`src/csr_settings.svh`:
```
`ifndef CSR_SETTINGS_SVH
`define CSR_SETTINGS_SVH

////////////////////////////////////////////////////////////
// widths
////////////////////////////////////////////////////////////

`define CSR_XLEN          32            // data word
`define CSR_ADDR_W        12            // csr address
`define CORE_ID_W         4             // core id in mhartid
`define CLUSTER_ID_W      6             // cluster id in mhartid

////////////////////////////////////////////////////////////
// performance counter bank
////////////////////////////////////////////////////////////

`define PERF_CNT_NUM      11            // counter slots
`define PERF_CNT_W        32            // bits per counter
`define PCMR_RESET        2'b11         // global enable + saturate
`define PCCR_BASE_HI      7'b0111100    // addr[11:5] of 0x780..0x79f

////////////////////////////////////////////////////////////
// machine mode words
////////////////////////////////////////////////////////////

// mxl=1 (rv32), m (bit 12), i (bit 8), c (bit 2)
`define MISA_VALUE        32'h4000_1104
`define MSTATUS_MIE_BIT   3             // global irq enable
`define MSTATUS_MPIE_BIT  7             // previous irq enable

`endif

```
`src/csr_pkg.sv`:
```
`include "csr_settings.svh"

package csr_pkg;

  // csr data word
  typedef logic [`CSR_XLEN-1:0] csr_data_t;

  // implemented csr addresses
  typedef enum logic [`CSR_ADDR_W-1:0] {
    CSR_MSTATUS = 12'h300,
    CSR_MISA    = 12'h301,
    CSR_MTVEC   = 12'h305,
    CSR_MEPC    = 12'h341,
    CSR_MCAUSE  = 12'h342,
    CSR_TSELECT = 12'h7A0,  // pcer lives here
    CSR_TDATA1  = 12'h7A1,  // pcmr lives here
    CSR_PCCR31  = 12'h79F,  // all counters at once
    CSR_MHARTID = 12'hF14
  } csr_num_e;

  // csr instruction op
  typedef enum logic [1:0] {
    CSR_OP_NONE  = 2'b00,
    CSR_OP_WRITE = 2'b01,
    CSR_OP_SET   = 2'b10,
    CSR_OP_CLEAR = 2'b11
  } csr_op_e;

  // trap cause as stored in mcause
  typedef struct packed {
    logic       irq;   // bit 31 of mcause
    logic [4:0] code;  // bits 4:0 of mcause
  } exc_cause_t;

  // the two stored mstatus bits
  typedef struct packed {
    logic mie;
    logic mpie;
  } mstatus_t;

  // only machine mode exists
  localparam logic [1:0] PRIV_LVL_M = 2'b11;

  // mpp field position in mstatus
  localparam int MSTATUS_MPP_LSB = 11;

endpackage

```
`src/csr_op_unit.sv`:
```
`timescale 1ns/10ps

module csr_op_unit (
  input  logic               csr_access_i,  // csr instruction in flight
  input  csr_pkg::csr_op_e   csr_op_i,
  input  csr_pkg::csr_data_t csr_wdata_i,   // operand from the core
  input  csr_pkg::csr_data_t rdata_i,       // current value, fed back from top
  output csr_pkg::csr_data_t wdata_o,       // read-modify-write result
  output logic               we_o
);
  import csr_pkg::*;

  ////////////////////////////////////////////////////////////
  // read-modify-write data
  ////////////////////////////////////////////////////////////

  always_comb begin
    case (csr_op_i)
      CSR_OP_SET: begin
        wdata_o = rdata_i | csr_wdata_i;   // csrrs
      end
      CSR_OP_CLEAR: begin
        wdata_o = rdata_i & ~csr_wdata_i;  // csrrc keeps old and not mask
      end
      default: begin
        wdata_o = csr_wdata_i;             // write and none pass bus data
      end
    endcase
  end

  // single strobe shared by every register
  // none op is a pure read
  assign we_o = csr_access_i && (csr_op_i != CSR_OP_NONE);

endmodule

```
`src/trap_ctrl_fsm.sv`:
```
`timescale 1ns/10ps
`include "csr_settings.svh"

module trap_ctrl_fsm (
  input  logic               clk,
  input  logic               rst_n,
  input  csr_pkg::csr_num_e  csr_addr_i,
  input  csr_pkg::csr_data_t wdata_i,     // from op unit
  input  logic               we_i,
  input  logic               save_cause_i, // trap entry strobe
  input  logic               mret_i,       // mret strobe
  output csr_pkg::mstatus_t  mstatus_o,
  output logic               irq_enable_o
);
  import csr_pkg::*;

  mstatus_t state_q;  // mie/mpie pair is the state
  mstatus_t state_n;
  logic     mstatus_we;

  // write only counts when aimed at mstatus
  assign mstatus_we = we_i && (csr_addr_i == CSR_MSTATUS);

  ////////////////////////////////////////////////////////////
  // next state
  ////////////////////////////////////////////////////////////

  // priority is trap entry, mret, then csr write
  always_comb begin
    state_n = state_q;  // hold by default
    if (save_cause_i) begin
      // stack mie, block interrupts in handler
      state_n.mpie = state_q.mie;
      state_n.mie  = 1'b0;
    end else if (mret_i) begin
      // unstack mie
      state_n.mie  = state_q.mpie;
      state_n.mpie = 1'b1;
    end else if (mstatus_we) begin
      state_n.mie  = wdata_i[`MSTATUS_MIE_BIT];
      state_n.mpie = wdata_i[`MSTATUS_MPIE_BIT];
    end
  end

  ////////////////////////////////////////////////////////////
  // state register
  ////////////////////////////////////////////////////////////

  always_ff @(posedge clk, negedge rst_n) begin
    if (!rst_n) begin
      state_q <= '{mie: 1'b0, mpie: 1'b0};  // interrupts off out of reset
    end else begin
      state_q <= state_n;
    end
  end

  assign mstatus_o    = state_q;
  assign irq_enable_o = state_q.mie;  // straight to the core

endmodule

```
`src/machine_csrs.sv`:
```
`timescale 1ns/10ps
`include "csr_settings.svh"

module machine_csrs (
  input  logic                     clk,
  input  logic                     rst_n,
  input  csr_pkg::csr_num_e        csr_addr_i,
  input  csr_pkg::csr_data_t       wdata_i,
  input  logic                     we_i,
  input  logic                     save_cause_i,  // trap entry
  input  logic                     save_if_i,     // trap on fetch pc
  input  csr_pkg::csr_data_t       pc_if_i,
  input  csr_pkg::csr_data_t       pc_id_i,
  input  csr_pkg::exc_cause_t      cause_i,
  input  csr_pkg::mstatus_t        mstatus_i,     // from trap fsm
  input  csr_pkg::csr_data_t       boot_addr_i,
  input  logic [`CORE_ID_W-1:0]    core_id_i,
  input  logic [`CLUSTER_ID_W-1:0] cluster_id_i,
  output csr_pkg::csr_data_t       rdata_o,
  output csr_pkg::csr_data_t       mepc_o
);
  import csr_pkg::*;

  csr_data_t  mepc_q;
  exc_cause_t mcause_q;
  csr_data_t  trap_pc;  // pc saved on trap entry

  // fetch pc if asked, decode pc otherwise
  assign trap_pc = save_if_i ? pc_if_i : pc_id_i;

  ////////////////////////////////////////////////////////////
  // mepc / mcause
  ////////////////////////////////////////////////////////////

  always_ff @(posedge clk, negedge rst_n) begin
    if (!rst_n) begin
      mepc_q   <= '0;
      mcause_q <= '0;
    end else if (save_cause_i) begin
      // trap entry beats any csr write in the same cycle
      mepc_q   <= trap_pc;
      mcause_q <= cause_i;
    end else if (we_i) begin
      if (csr_addr_i == CSR_MEPC) begin
        mepc_q <= wdata_i;
      end
      if (csr_addr_i == CSR_MCAUSE) begin
        mcause_q <= '{irq: wdata_i[`CSR_XLEN-1], code: wdata_i[4:0]};
      end
    end
  end

  ////////////////////////////////////////////////////////////
  // read mux
  ////////////////////////////////////////////////////////////

  always_comb begin
    rdata_o = '0;  // unmapped reads as zero
    case (csr_addr_i)
      CSR_MSTATUS: begin
        rdata_o[MSTATUS_MPP_LSB +: 2]   = PRIV_LVL_M;  // mpp fixed
        rdata_o[`MSTATUS_MPIE_BIT]      = mstatus_i.mpie;
        rdata_o[`MSTATUS_MIE_BIT]       = mstatus_i.mie;
      end
      CSR_MTVEC: begin
        rdata_o = boot_addr_i;  // vector base is boot address
      end
      CSR_MEPC: begin
        rdata_o = mepc_q;
      end
      CSR_MCAUSE: begin
        rdata_o[`CSR_XLEN-1] = mcause_q.irq;
        rdata_o[4:0]         = mcause_q.code;
      end
      CSR_MISA: begin
        rdata_o = `MISA_VALUE;
      end
      CSR_MHARTID: begin
        rdata_o[`CORE_ID_W-1:0]    = core_id_i;     // bits 3:0
        rdata_o[5 +: `CLUSTER_ID_W] = cluster_id_i; // bits 10:5
      end
      default: begin
        rdata_o = '0;
      end
    endcase
  end

  assign mepc_o = mepc_q;

endmodule

```
`src/perf_counters.sv`:
```
`timescale 1ns/10ps
`include "csr_settings.svh"

module perf_counters (
  input  logic               clk,
  input  logic               rst_n,
  input  csr_pkg::csr_num_e  csr_addr_i,
  input  logic               csr_access_i,
  input  csr_pkg::csr_data_t wdata_i,
  input  logic               we_i,
  input  logic               if_valid_i,      // new instr from fetch
  input  logic               id_valid_i,      // decode stage done
  input  logic               is_compressed_i, // rvc instr in decode
  input  logic               is_decoding_i,   // controller decoding
  input  logic               imiss_i,         // fetch stall
  input  logic               pc_set_i,        // redirect
  input  logic               jump_i,
  input  logic               branch_i,
  input  logic               branch_taken_i,
  input  logic               mem_load_i,
  input  logic               mem_store_i,
  output logic               perf_hit_o,
  output csr_pkg::csr_data_t perf_rdata_o
);
  import csr_pkg::*;

  logic [`PERF_CNT_NUM-1:0] cnt_evt;                 // raw events per slot
  logic [`PERF_CNT_NUM-1:0] cnt_inc;
  logic [`PERF_CNT_NUM-1:0] cnt_inc_q;               // registered increment request
  logic [`PERF_CNT_NUM-1:0] pcer_q;                  // per-slot enable
  logic [1:0]               pcmr_q;                  // [0] global en, [1] saturate
  logic [`PERF_CNT_W-1:0]   cnt_q [`PERF_CNT_NUM];
  logic [`PERF_CNT_W-1:0]   cnt_n [`PERF_CNT_NUM];
  logic                     is_pcer;
  logic                     is_pcmr;
  logic                     is_pccr;                 // inside the counter window
  logic                     pccr_all;
  logic [4:0]               pccr_idx;

  ////////////////////////////////////////////////////////////
  // event map
  ////////////////////////////////////////////////////////////

  assign cnt_evt[0]  = 1'b1;                 // cycles
  assign cnt_evt[1]  = if_valid_i;           // fetched instrs
  assign cnt_evt[2]  = 1'b0;                 // reserved
  assign cnt_evt[3]  = 1'b0;                 // reserved
  assign cnt_evt[4]  = imiss_i & ~pc_set_i;  // stalls without redirect
  assign cnt_evt[5]  = mem_load_i;
  assign cnt_evt[6]  = mem_store_i;
  assign cnt_evt[7]  = jump_i;
  assign cnt_evt[8]  = branch_i;
  assign cnt_evt[9]  = branch_taken_i;
  assign cnt_evt[10] = id_valid_i & is_decoding_i & is_compressed_i;

  assign cnt_inc = cnt_evt & pcer_q & {`PERF_CNT_NUM{pcmr_q[0]}};

  // address decode only for a live access
  assign is_pcer  = csr_access_i && (csr_addr_i == CSR_TSELECT);
  assign is_pcmr  = csr_access_i && (csr_addr_i == CSR_TDATA1);
  assign is_pccr  = csr_access_i && (csr_addr_i[11:5] == `PCCR_BASE_HI);
  assign pccr_all = csr_access_i && (csr_addr_i == CSR_PCCR31);
  assign pccr_idx = csr_addr_i[4:0];

  assign perf_hit_o = is_pcer | is_pcmr | is_pccr;  // pccr31 sits in the window

  // idx at or above slot count reads zero
  always_comb begin
    perf_rdata_o = '0;
    if (is_pcer) begin
      perf_rdata_o[`PERF_CNT_NUM-1:0] = pcer_q;
    end else if (is_pcmr) begin
      perf_rdata_o[1:0] = pcmr_q;
    end else if (is_pccr) begin
      for (int c = 0; c < `PERF_CNT_NUM; c++) begin
        if (pccr_idx == c) begin
          perf_rdata_o = cnt_q[c];
        end
      end
    end
  end

  ////////////////////////////////////////////////////////////
  // counter next value
  ////////////////////////////////////////////////////////////

  always_comb begin
    for (int c = 0; c < `PERF_CNT_NUM; c++) begin
      cnt_n[c] = cnt_q[c];
      // stuck at all-ones only when saturating
      if (cnt_inc_q[c] && ((cnt_q[c] != '1) || !pcmr_q[1])) begin
        cnt_n[c] = cnt_q[c] + 1'b1;
      end
      if (we_i && is_pccr && (pccr_all || (pccr_idx == c))) begin
        cnt_n[c] = wdata_i;  // write beats increment
      end
    end
  end

  always_ff @(posedge clk, negedge rst_n) begin
    if (!rst_n) begin
      pcer_q    <= '0;           // nothing counts
      pcmr_q    <= `PCMR_RESET;
      cnt_inc_q <= '0;
      for (int c = 0; c < `PERF_CNT_NUM; c++) begin
        cnt_q[c] <= '0;
      end
    end else begin
      cnt_inc_q <= cnt_inc;
      if (we_i && is_pcer) begin
        pcer_q <= wdata_i[`PERF_CNT_NUM-1:0];
      end
      if (we_i && is_pcmr) begin
        pcmr_q <= wdata_i[1:0];
      end
      for (int c = 0; c < `PERF_CNT_NUM; c++) begin
        cnt_q[c] <= cnt_n[c];
      end
    end
  end

endmodule

```
`src/cs_registers.sv`:
```
`timescale 1ns/10ps
`include "csr_settings.svh"

module cs_registers (
  input  logic                     clk,
  input  logic                     rst_n,
  input  logic [`CORE_ID_W-1:0]    core_id_i,
  input  logic [`CLUSTER_ID_W-1:0] cluster_id_i,
  input  csr_pkg::csr_data_t       boot_addr_i,
  // csr port from the core
  input  logic                     csr_access_i,
  input  csr_pkg::csr_num_e        csr_addr_i,
  input  csr_pkg::csr_data_t       csr_wdata_i,
  input  csr_pkg::csr_op_e         csr_op_i,
  output csr_pkg::csr_data_t       csr_rdata_o,
  // trap control
  output logic                     m_irq_enable_o,
  output csr_pkg::csr_data_t       mepc_o,
  input  csr_pkg::csr_data_t       pc_if_i,
  input  csr_pkg::csr_data_t       pc_id_i,
  input  logic                     csr_save_if_i,
  input  logic                     csr_save_id_i,      // decode pc is the fallback
  input  logic                     csr_save_cause_i,
  input  logic                     csr_restore_mret_i,
  input  csr_pkg::exc_cause_t      csr_cause_i,
  // perf events
  input  logic                     if_valid_i,
  input  logic                     id_valid_i,
  input  logic                     is_compressed_i,
  input  logic                     is_decoding_i,
  input  logic                     imiss_i,
  input  logic                     pc_set_i,
  input  logic                     jump_i,
  input  logic                     branch_i,
  input  logic                     branch_taken_i,
  input  logic                     mem_load_i,
  input  logic                     mem_store_i
);
  import csr_pkg::*;

  csr_data_t wdata;          // rmw result
  logic      we;
  mstatus_t  mstatus;
  csr_data_t machine_rdata;
  logic      perf_hit;
  csr_data_t perf_rdata;

  csr_op_unit op_unit_i (
    .csr_access_i (csr_access_i),
    .csr_op_i     (csr_op_i),
    .csr_wdata_i  (csr_wdata_i),
    .rdata_i      (csr_rdata_o),   // old value for set/clear
    .wdata_o      (wdata),
    .we_o         (we)
  );

  trap_ctrl_fsm trap_ctrl_i (
    .clk          (clk),
    .rst_n        (rst_n),
    .csr_addr_i   (csr_addr_i),
    .wdata_i      (wdata),
    .we_i         (we),
    .save_cause_i (csr_save_cause_i),
    .mret_i       (csr_restore_mret_i),
    .mstatus_o    (mstatus),
    .irq_enable_o (m_irq_enable_o)
  );

  machine_csrs machine_i (
    .clk          (clk),
    .rst_n        (rst_n),
    .csr_addr_i   (csr_addr_i),
    .wdata_i      (wdata),
    .we_i         (we),
    .save_cause_i (csr_save_cause_i),
    .save_if_i    (csr_save_if_i),
    .pc_if_i      (pc_if_i),
    .pc_id_i      (pc_id_i),
    .cause_i      (csr_cause_i),
    .mstatus_i    (mstatus),
    .boot_addr_i  (boot_addr_i),
    .core_id_i    (core_id_i),
    .cluster_id_i (cluster_id_i),
    .rdata_o      (machine_rdata),
    .mepc_o       (mepc_o)
  );

  perf_counters perf_i (
    .clk             (clk),
    .rst_n           (rst_n),
    .csr_addr_i      (csr_addr_i),
    .csr_access_i    (csr_access_i),
    .wdata_i         (wdata),
    .we_i            (we),
    .if_valid_i      (if_valid_i),
    .id_valid_i      (id_valid_i),
    .is_compressed_i (is_compressed_i),
    .is_decoding_i   (is_decoding_i),
    .imiss_i         (imiss_i),
    .pc_set_i        (pc_set_i),
    .jump_i          (jump_i),
    .branch_i        (branch_i),
    .branch_taken_i  (branch_taken_i),
    .mem_load_i      (mem_load_i),
    .mem_store_i     (mem_store_i),
    .perf_hit_o      (perf_hit),
    .perf_rdata_o    (perf_rdata)
  );

  // counter bank answers its own window, machine csrs the rest
  assign csr_rdata_o = perf_hit ? perf_rdata : machine_rdata;

endmodule

```
`config.mk`:
```
export PLATFORM = sky130hd
export DESIGN_NAME = cs_registers
export DESIGN_NICKNAME = d
export VERILOG_FILES = /design/src/csr_pkg.sv /design/src/csr_op_unit.sv /design/src/trap_ctrl_fsm.sv /design/src/machine_csrs.sv /design/src/perf_counters.sv /design/src/cs_registers.sv
export VERILOG_INCLUDE_DIRS = /design/src
export SDC_FILE = /design/constraint.sdc
export NUM_CORES = 1
export LEC_CHECK = 0
export BUFFER_PORTS_ARGS = -buffer_cell sky130_fd_sc_hd__buf_4
export CAP_MARGIN = 20
export CELL_PAD_IN_SITES_DETAIL_PLACEMENT = 1
export CELL_PAD_IN_SITES_GLOBAL_PLACEMENT = 1
export CORE_MARGIN = 5
export CORE_UTILIZATION = 43
export CTS_CLUSTER_SIZE = 24
export DETAILED_ROUTE_END_ITERATION = 10
export GPL_ROUTABILITY_DRIVEN = 0
export PLACE_DENSITY_LB_ADDON = 0.05
export SETUP_SLACK_MARGIN = 0.5
export SYNTH_ARGS = -nofsm -noshare
export SYNTH_HDL_FRONTEND = slang
export SYNTH_SLANG_ARGS = --single-unit
```
`constraint.sdc`:
```
create_clock -name clk -period 3.7 [get_ports clk]
set_clock_uncertainty 0.05 [all_clocks]
set_input_delay 0.74 -clock clk [delete_from_list [all_inputs] [get_ports clk]]
set_output_delay 0.74 -clock clk [all_outputs]
set_load 0.02 [all_outputs]
```
Word level (Yosys, flattened, before mapping)
Index checks and enable logic that the tools add are counted.

word-level totals
  register bits after elaboration = 416
  input port bits = 176
  output and inout port bits = 65
  word-level logic and storage cells = 206

operators by class
  add/sub/neg operators = 11
  equality and inequality tests = 33
  multiplexer cells = 59
  bitwise logic cells = 11
  reductions and logical operators = 73

operators with widths
  operator                                                                  number
  32-bit 2-to-1 mux                                                         39
  32-bit by 1-bit adder with 32-bit output (second input constant)          11
  32-bit != test (second input constant)                                    11
  32-bit one-hot mux with 2 select lines                                    1
  12-bit by 10-bit equality test with 1-bit output (second input constant)  5
  18-bit one-hot mux with 3 select lines                                    1
  12-bit by 11-bit equality test with 1-bit output (second input constant)  3
  32-bit AND                                                                1
  32-bit NOT                                                                1
  32-bit OR                                                                 1
  1-bit logical AND                                                         31
  30-bit 2-to-1 mux                                                         1
  2-bit nonzero test                                                        15
  11-bit AND                                                                2
  1-bit logical OR                                                          22
  21-bit 2-to-1 mux                                                         1
  5-bit by 3-bit equality test with 1-bit output (second input constant)    4
  6-bit 2-to-1 mux                                                          3
  5-bit by 4-bit equality test with 1-bit output (second input constant)    3
  3-bit one-hot mux with 5 select lines                                     1
  12-bit equality test (second input constant)                              1
  3-bit one-hot mux with 4 select lines                                     1
  11-bit 2-to-1 mux                                                         1
  5-bit by 2-bit equality test with 1-bit output (second input constant)    2
  16 further kinds                                                          25

Longest topological paths before layout
  depth in word-level cells = 21
  gate-level depth with buffers = 12
  mapped depth without buffers = 8

Modules after synthesis
A second synthesis with hierarchy kept.

unflattened totals
  cell total of the unflattened synthesis = 3042
  area, all modules = 26517.9 um^2

by module, submodules not included
  module         times used  cells an instance  area an instance (um^2)
  perf_counters  1           2587               22531.6
  machine_csrs   1           329                2772.7
  cs_registers   1           36                 544.3
  csr_op_unit    1           74                 518.0
  trap_ctrl_fsm  1           16                 151.4

Worst setup path after synthesis
Ideal clock, no wire load.

  path kind = input to output
  start = in csr_addr_i[1]
  end = out csr_rdata_o[8]
  arrival time = 2.766 ns
  required time = 2.910 ns
  path slack = 0.144 ns
  stages on the path = 11
  buffers on the path = 4
  cells stage by stage = buf_2 > buf_2 > buf_2 > buf_2 > mux2_2 > o221ai_1 > a21oi_1 > o21ba_2 > o211ai_1 > nand2_1 > o311ai_0

on the way
  cells in the longest elaborated chain, start to end = 16

RTL lines
  what                              RTL line             source
  from (decl)                       cs_registers.sv:12   input csr_pkg::csr_num_e csr_addr_i,
  5-bit logical NOT                 perf_counters.sv:76  if (pccr_idx == c) begin
  32-bit 2-to-1 mux (11 in series)  perf_counters.sv:76
  32-bit 2-to-1 mux                 perf_counters.sv:74  end else if (is_pccr) begin
  30-bit 2-to-1 mux                 perf_counters.sv:72  end else if (is_pcmr) begin
  11-bit 2-to-1 mux                 perf_counters.sv:70  if (is_pcer) begin
  32-bit 2-to-1 mux (*)             cs_registers.sv:111  assign csr_rdata_o = perf_hit ? perf_rdata : machine_rdata;
  to (decl)                         cs_registers.sv:15   output csr_pkg::csr_data_t csr_rdata_o,

Every way passes the cells marked *; elsewhere a longest branch is shown, timed or not.

Final worst setup path
  start = in csr_addr_i[4]
  end = out csr_rdata_o[6]

Same word-level chain as after synthesis.

==> results.txt <==
Psw -> 3.29 mW
required time worst endpoint -> 2910 ps
clock latency on the worst-skew pair -> 640 ps
post-detail-place hpwl -> 110,000 um
Top Ports -> 241
Max FO, Critical Path -> 6
Worst path slowest cell -> a2111oi_0
arrival time worst endpoint -> 3020 ps
status -> finished with violations
multiplexer share of the synthesized area -> 0.0634
CP Class -> in2out
dpl cell area -> 0.0328 mm^2
grt total ovfl -> 0
post-route ant nets -> 0
setup TNS -> -152 ps
Max Freq -> 263 MHz
post-synthesis cell type count -> 98
Lkg Pwr -> 15.4 nW
CTS Buf Count -> 48
Hold Slack -> 29.5 ps
Net Sw Frac -> 0.286
CP Cell Sequence -> buf_12 -> buf_6 -> buf_4 -> or2_1 -> buf_4 -> nor3_1 -> a2111oi_0 -> buf_4 -> o22a_1 -> o21ai_4 -> buf_6
synthesis warning total -> 0
Synth Area in Simple Gates -> 0.223
largest family of logic cells by synthesized area -> simple AND/OR/NAND/NOR gates
DRC errors left -> 0
vias in the first global route -> 32,100
period utilisation layout -> 1.03
share of cells above drive strength 1 -> 0.295
CP dominant cell by count -> buf_4
Worst path top cell family by delay -> buffers and inverters
Post-synth EDFFs -> 0
adder and majority cell fraction of the synthesized area -> 0.00414
Startpoint Class -> primary input
antenna violations before repair -> 5
pin count of the biggest net entering global routing -> 84
synth cell count leaders -> dfrtp_1 (412), nand2_1 (321), nor2_1 (239)
syn_area_per_cell -> 8.64 um^2
fin nets -> 3,898
DR pass1 iterations -> 8
Flop pwr share -> 0.406
post-synth net total -> 3,337
Synth Instances -> 3,152
Avg WL per Cell -> 33.3 um
Buf/Inv on CP -> 6
Comb power frac -> 0.152
maxcap violations -> 0
Port Buffers -> 239
Chip Width -> 262 um
Compound-Gate Fraction of Synth Area -> 0.202
root buf cell -> clkbuf_16
fin. max-slew vios -> 0
Final Hold Viols -> 0
failing checks -> negative setup slack
Starting Density -> 0.433
CTS sink count -> 414
Clock Path Buffers -> 3
total track usage -> 0.421
Min-Delay Path Class -> in2async
Vias -> 31,400
post-synthesis register bit count -> 414
WL final -> 153,000 um
row count -> 92
DIE AREA -> 0.0685 mm^2
Main synth FF type -> dfrtp_1
fin crit period -> 3810 ps
internal power -> 8.20 mW
Design Area, Final -> 0.0376 mm^2
slew margin rel. -> 0.184
most common cell in the netlist -> dfrtp_1
CTS tree -> done
clock power share -> 0.442
Via density -> 6.82
htree depth -> 2
Final setup viols -> 2
Worst VDD drop -> 330 uV
Area contributors post-synth -> dfrtp_1 (38%), mux2i_1 (5.8%), nand2_1 (4.4%)
Synth top area share -> 0.379
Area Overhead vs Synth -> 38.0%
violation count after the first detailed-routing iteration -> 3,806
first-pass GRT wire length -> 214,000 um
sequential share of the synthesized area -> 0.381
cell area after synthesis -> 0.0272 mm^2
slack of the critical path -> -107 ps
Finished Layout Cells -> 4,598
xor and xnor area share after synthesis -> 0.0830
Pwr Density -> 306 mW/mm^2
Synth area leader -> dfrtp_1
Slew @ Worst Pin -> 1220 ps
clk slew on worst S/H paths -> 50 ps
Inst Count DP -> 4,371
Die Ht -> 262 um
RSZ-0062 raised after global routing -> true
worst stage delay on the critical path -> 640 ps
crit end category -> output port
Core Area -> 0.0629 mm^2
ys async rst share -> 1.00
## registers in the layout (all words and copies together), names as in the netlist
register / count
perf_i.cnt_q: 352
machine_i.mepc_o: 32
perf_i.pcer_q: 11
perf_i.cnt_inc_q: 9
machine_i.mcause_q: 6
perf_i.pcmr_q: 2
trap_ctrl_i.irq_enable_o: 1
trap_ctrl_i.mstatus_o: 1
## metrics by stage
step                worst slack (ps)   util  power [mW]
floorplan                        412      -        5.22
global route                   -53.4  0.598        11.7
global placement                -247  0.521        6.14
finish                          -107  0.598        11.5
CTS                             3.08  0.582        11.3
detailed placement              -302  0.521        6.16
## layout make-up
| cell class | count | area (um^2) |
|---|---|---|
| antenna | 1 | 2.50 |
| clock buffer | 73 | 1420 |
| clock inverter | 15 | 193 |
| fill | 7118 | 25300 |
| inverter | 54 | 205 |
| multi-input combinational | 2447 | 17300 |
| sequential | 414 | 10400 |
| tap | 846 | 1060 |
| timing repair buffer | 748 | 7080 |
## power by group through the flow
| stage | sequential (mW) | clock (mW) | combinational (mW) |
|---|---|---|---|
| 2_1_floorplan | 4.75 | 0 | 0.470 |
| 3_3_place_gp | 4.74 | 0 | 1.40 |
| 5_1_grt | 4.67 | 5.25 | 1.78 |
| 4_1_cts | 4.66 | 5.07 | 1.59 |
| 3_5_place_dp | 4.74 | 0 | 1.42 |
| 6_report | 4.67 | 5.08 | 1.74 |
## cells by family after synthesis
| kind of cell | Yosys count |
|---|---|
| muxes | 171 |
| buffers and inverters | 291 |
| DFF | 414 |
| adders and majority gates | 9 |
| xor gates and xnor gates | 258 |
| AOI/OAI and AO/OA | 819 |
| and+or+nand+nor | 1190 |
## cells in the final DEF (no fill, tap or decap), types with 37 or more instances in the layout
master     count
clkbuf_16     52
o21ai_1       76
buf_12        68
o21ai_0       74
xor2_1       124
buf_6         87
mux2i_1      156
buf_4        569
nand2_1      312
a21oi_1      168
nand3_1      129
nor2_1       224
dfrtp_1      412
nor2b_1       37
a22oi_1       47
and3_1        90
nand4_1       75
inv_1         49
nor3_1        67
a31oi_1       73
xnor2_1      134
## routing by layer
| metal | GRT usage | part of all wire | vias up |
|---|---|---|---|
| met5 | 0 | 0.00014 | - |
| met4 | 0.302 | 0.097 | 4 |
| met3 | 0.0938 | 0.10 | 769 |
| met2 | 0.673 | 0.45 | 2289 |
| met1 | 0.501 | 0.35 | 15600 |
| li1 | - | - | 12700 |
## path summary, 6_finish.rpt
path,start,endpoint,slack [ps],depth (start not counted)
hold reg to reg,perf_i.cnt_q[264],perf_i.cnt_q[264],430,2
min in group clk,csr_cause_i[1],machine_i.mcause_q[1],290,3
hold / removal,rst_n,perf_i.cnt_q[295],30,1
setup / recovery,csr_addr_i[4],csr_rdata_o[6],-110,11
max in group asynchronous,rst_n,perf_i.cnt_q[146],2610,2
setup reg to reg,perf_i.cnt_inc_q[5],perf_i.cnt_q[186],320,7
## repair_timing
| action | in CTS | in global routing |
|---|---|---|
| hold buffers | 0 | 0 |
| gates resized for setup | 297 | 101 |
| endpoints found under the setup margin | 68 | 49 |
| cloned | 3 | 4 |
| pin swaps | 70 | 83 |
| endpoints found under the hold margin | 0 | 0 |
| setup buffers | 82 | 49 |
Power figures use the tool's default switching activity.
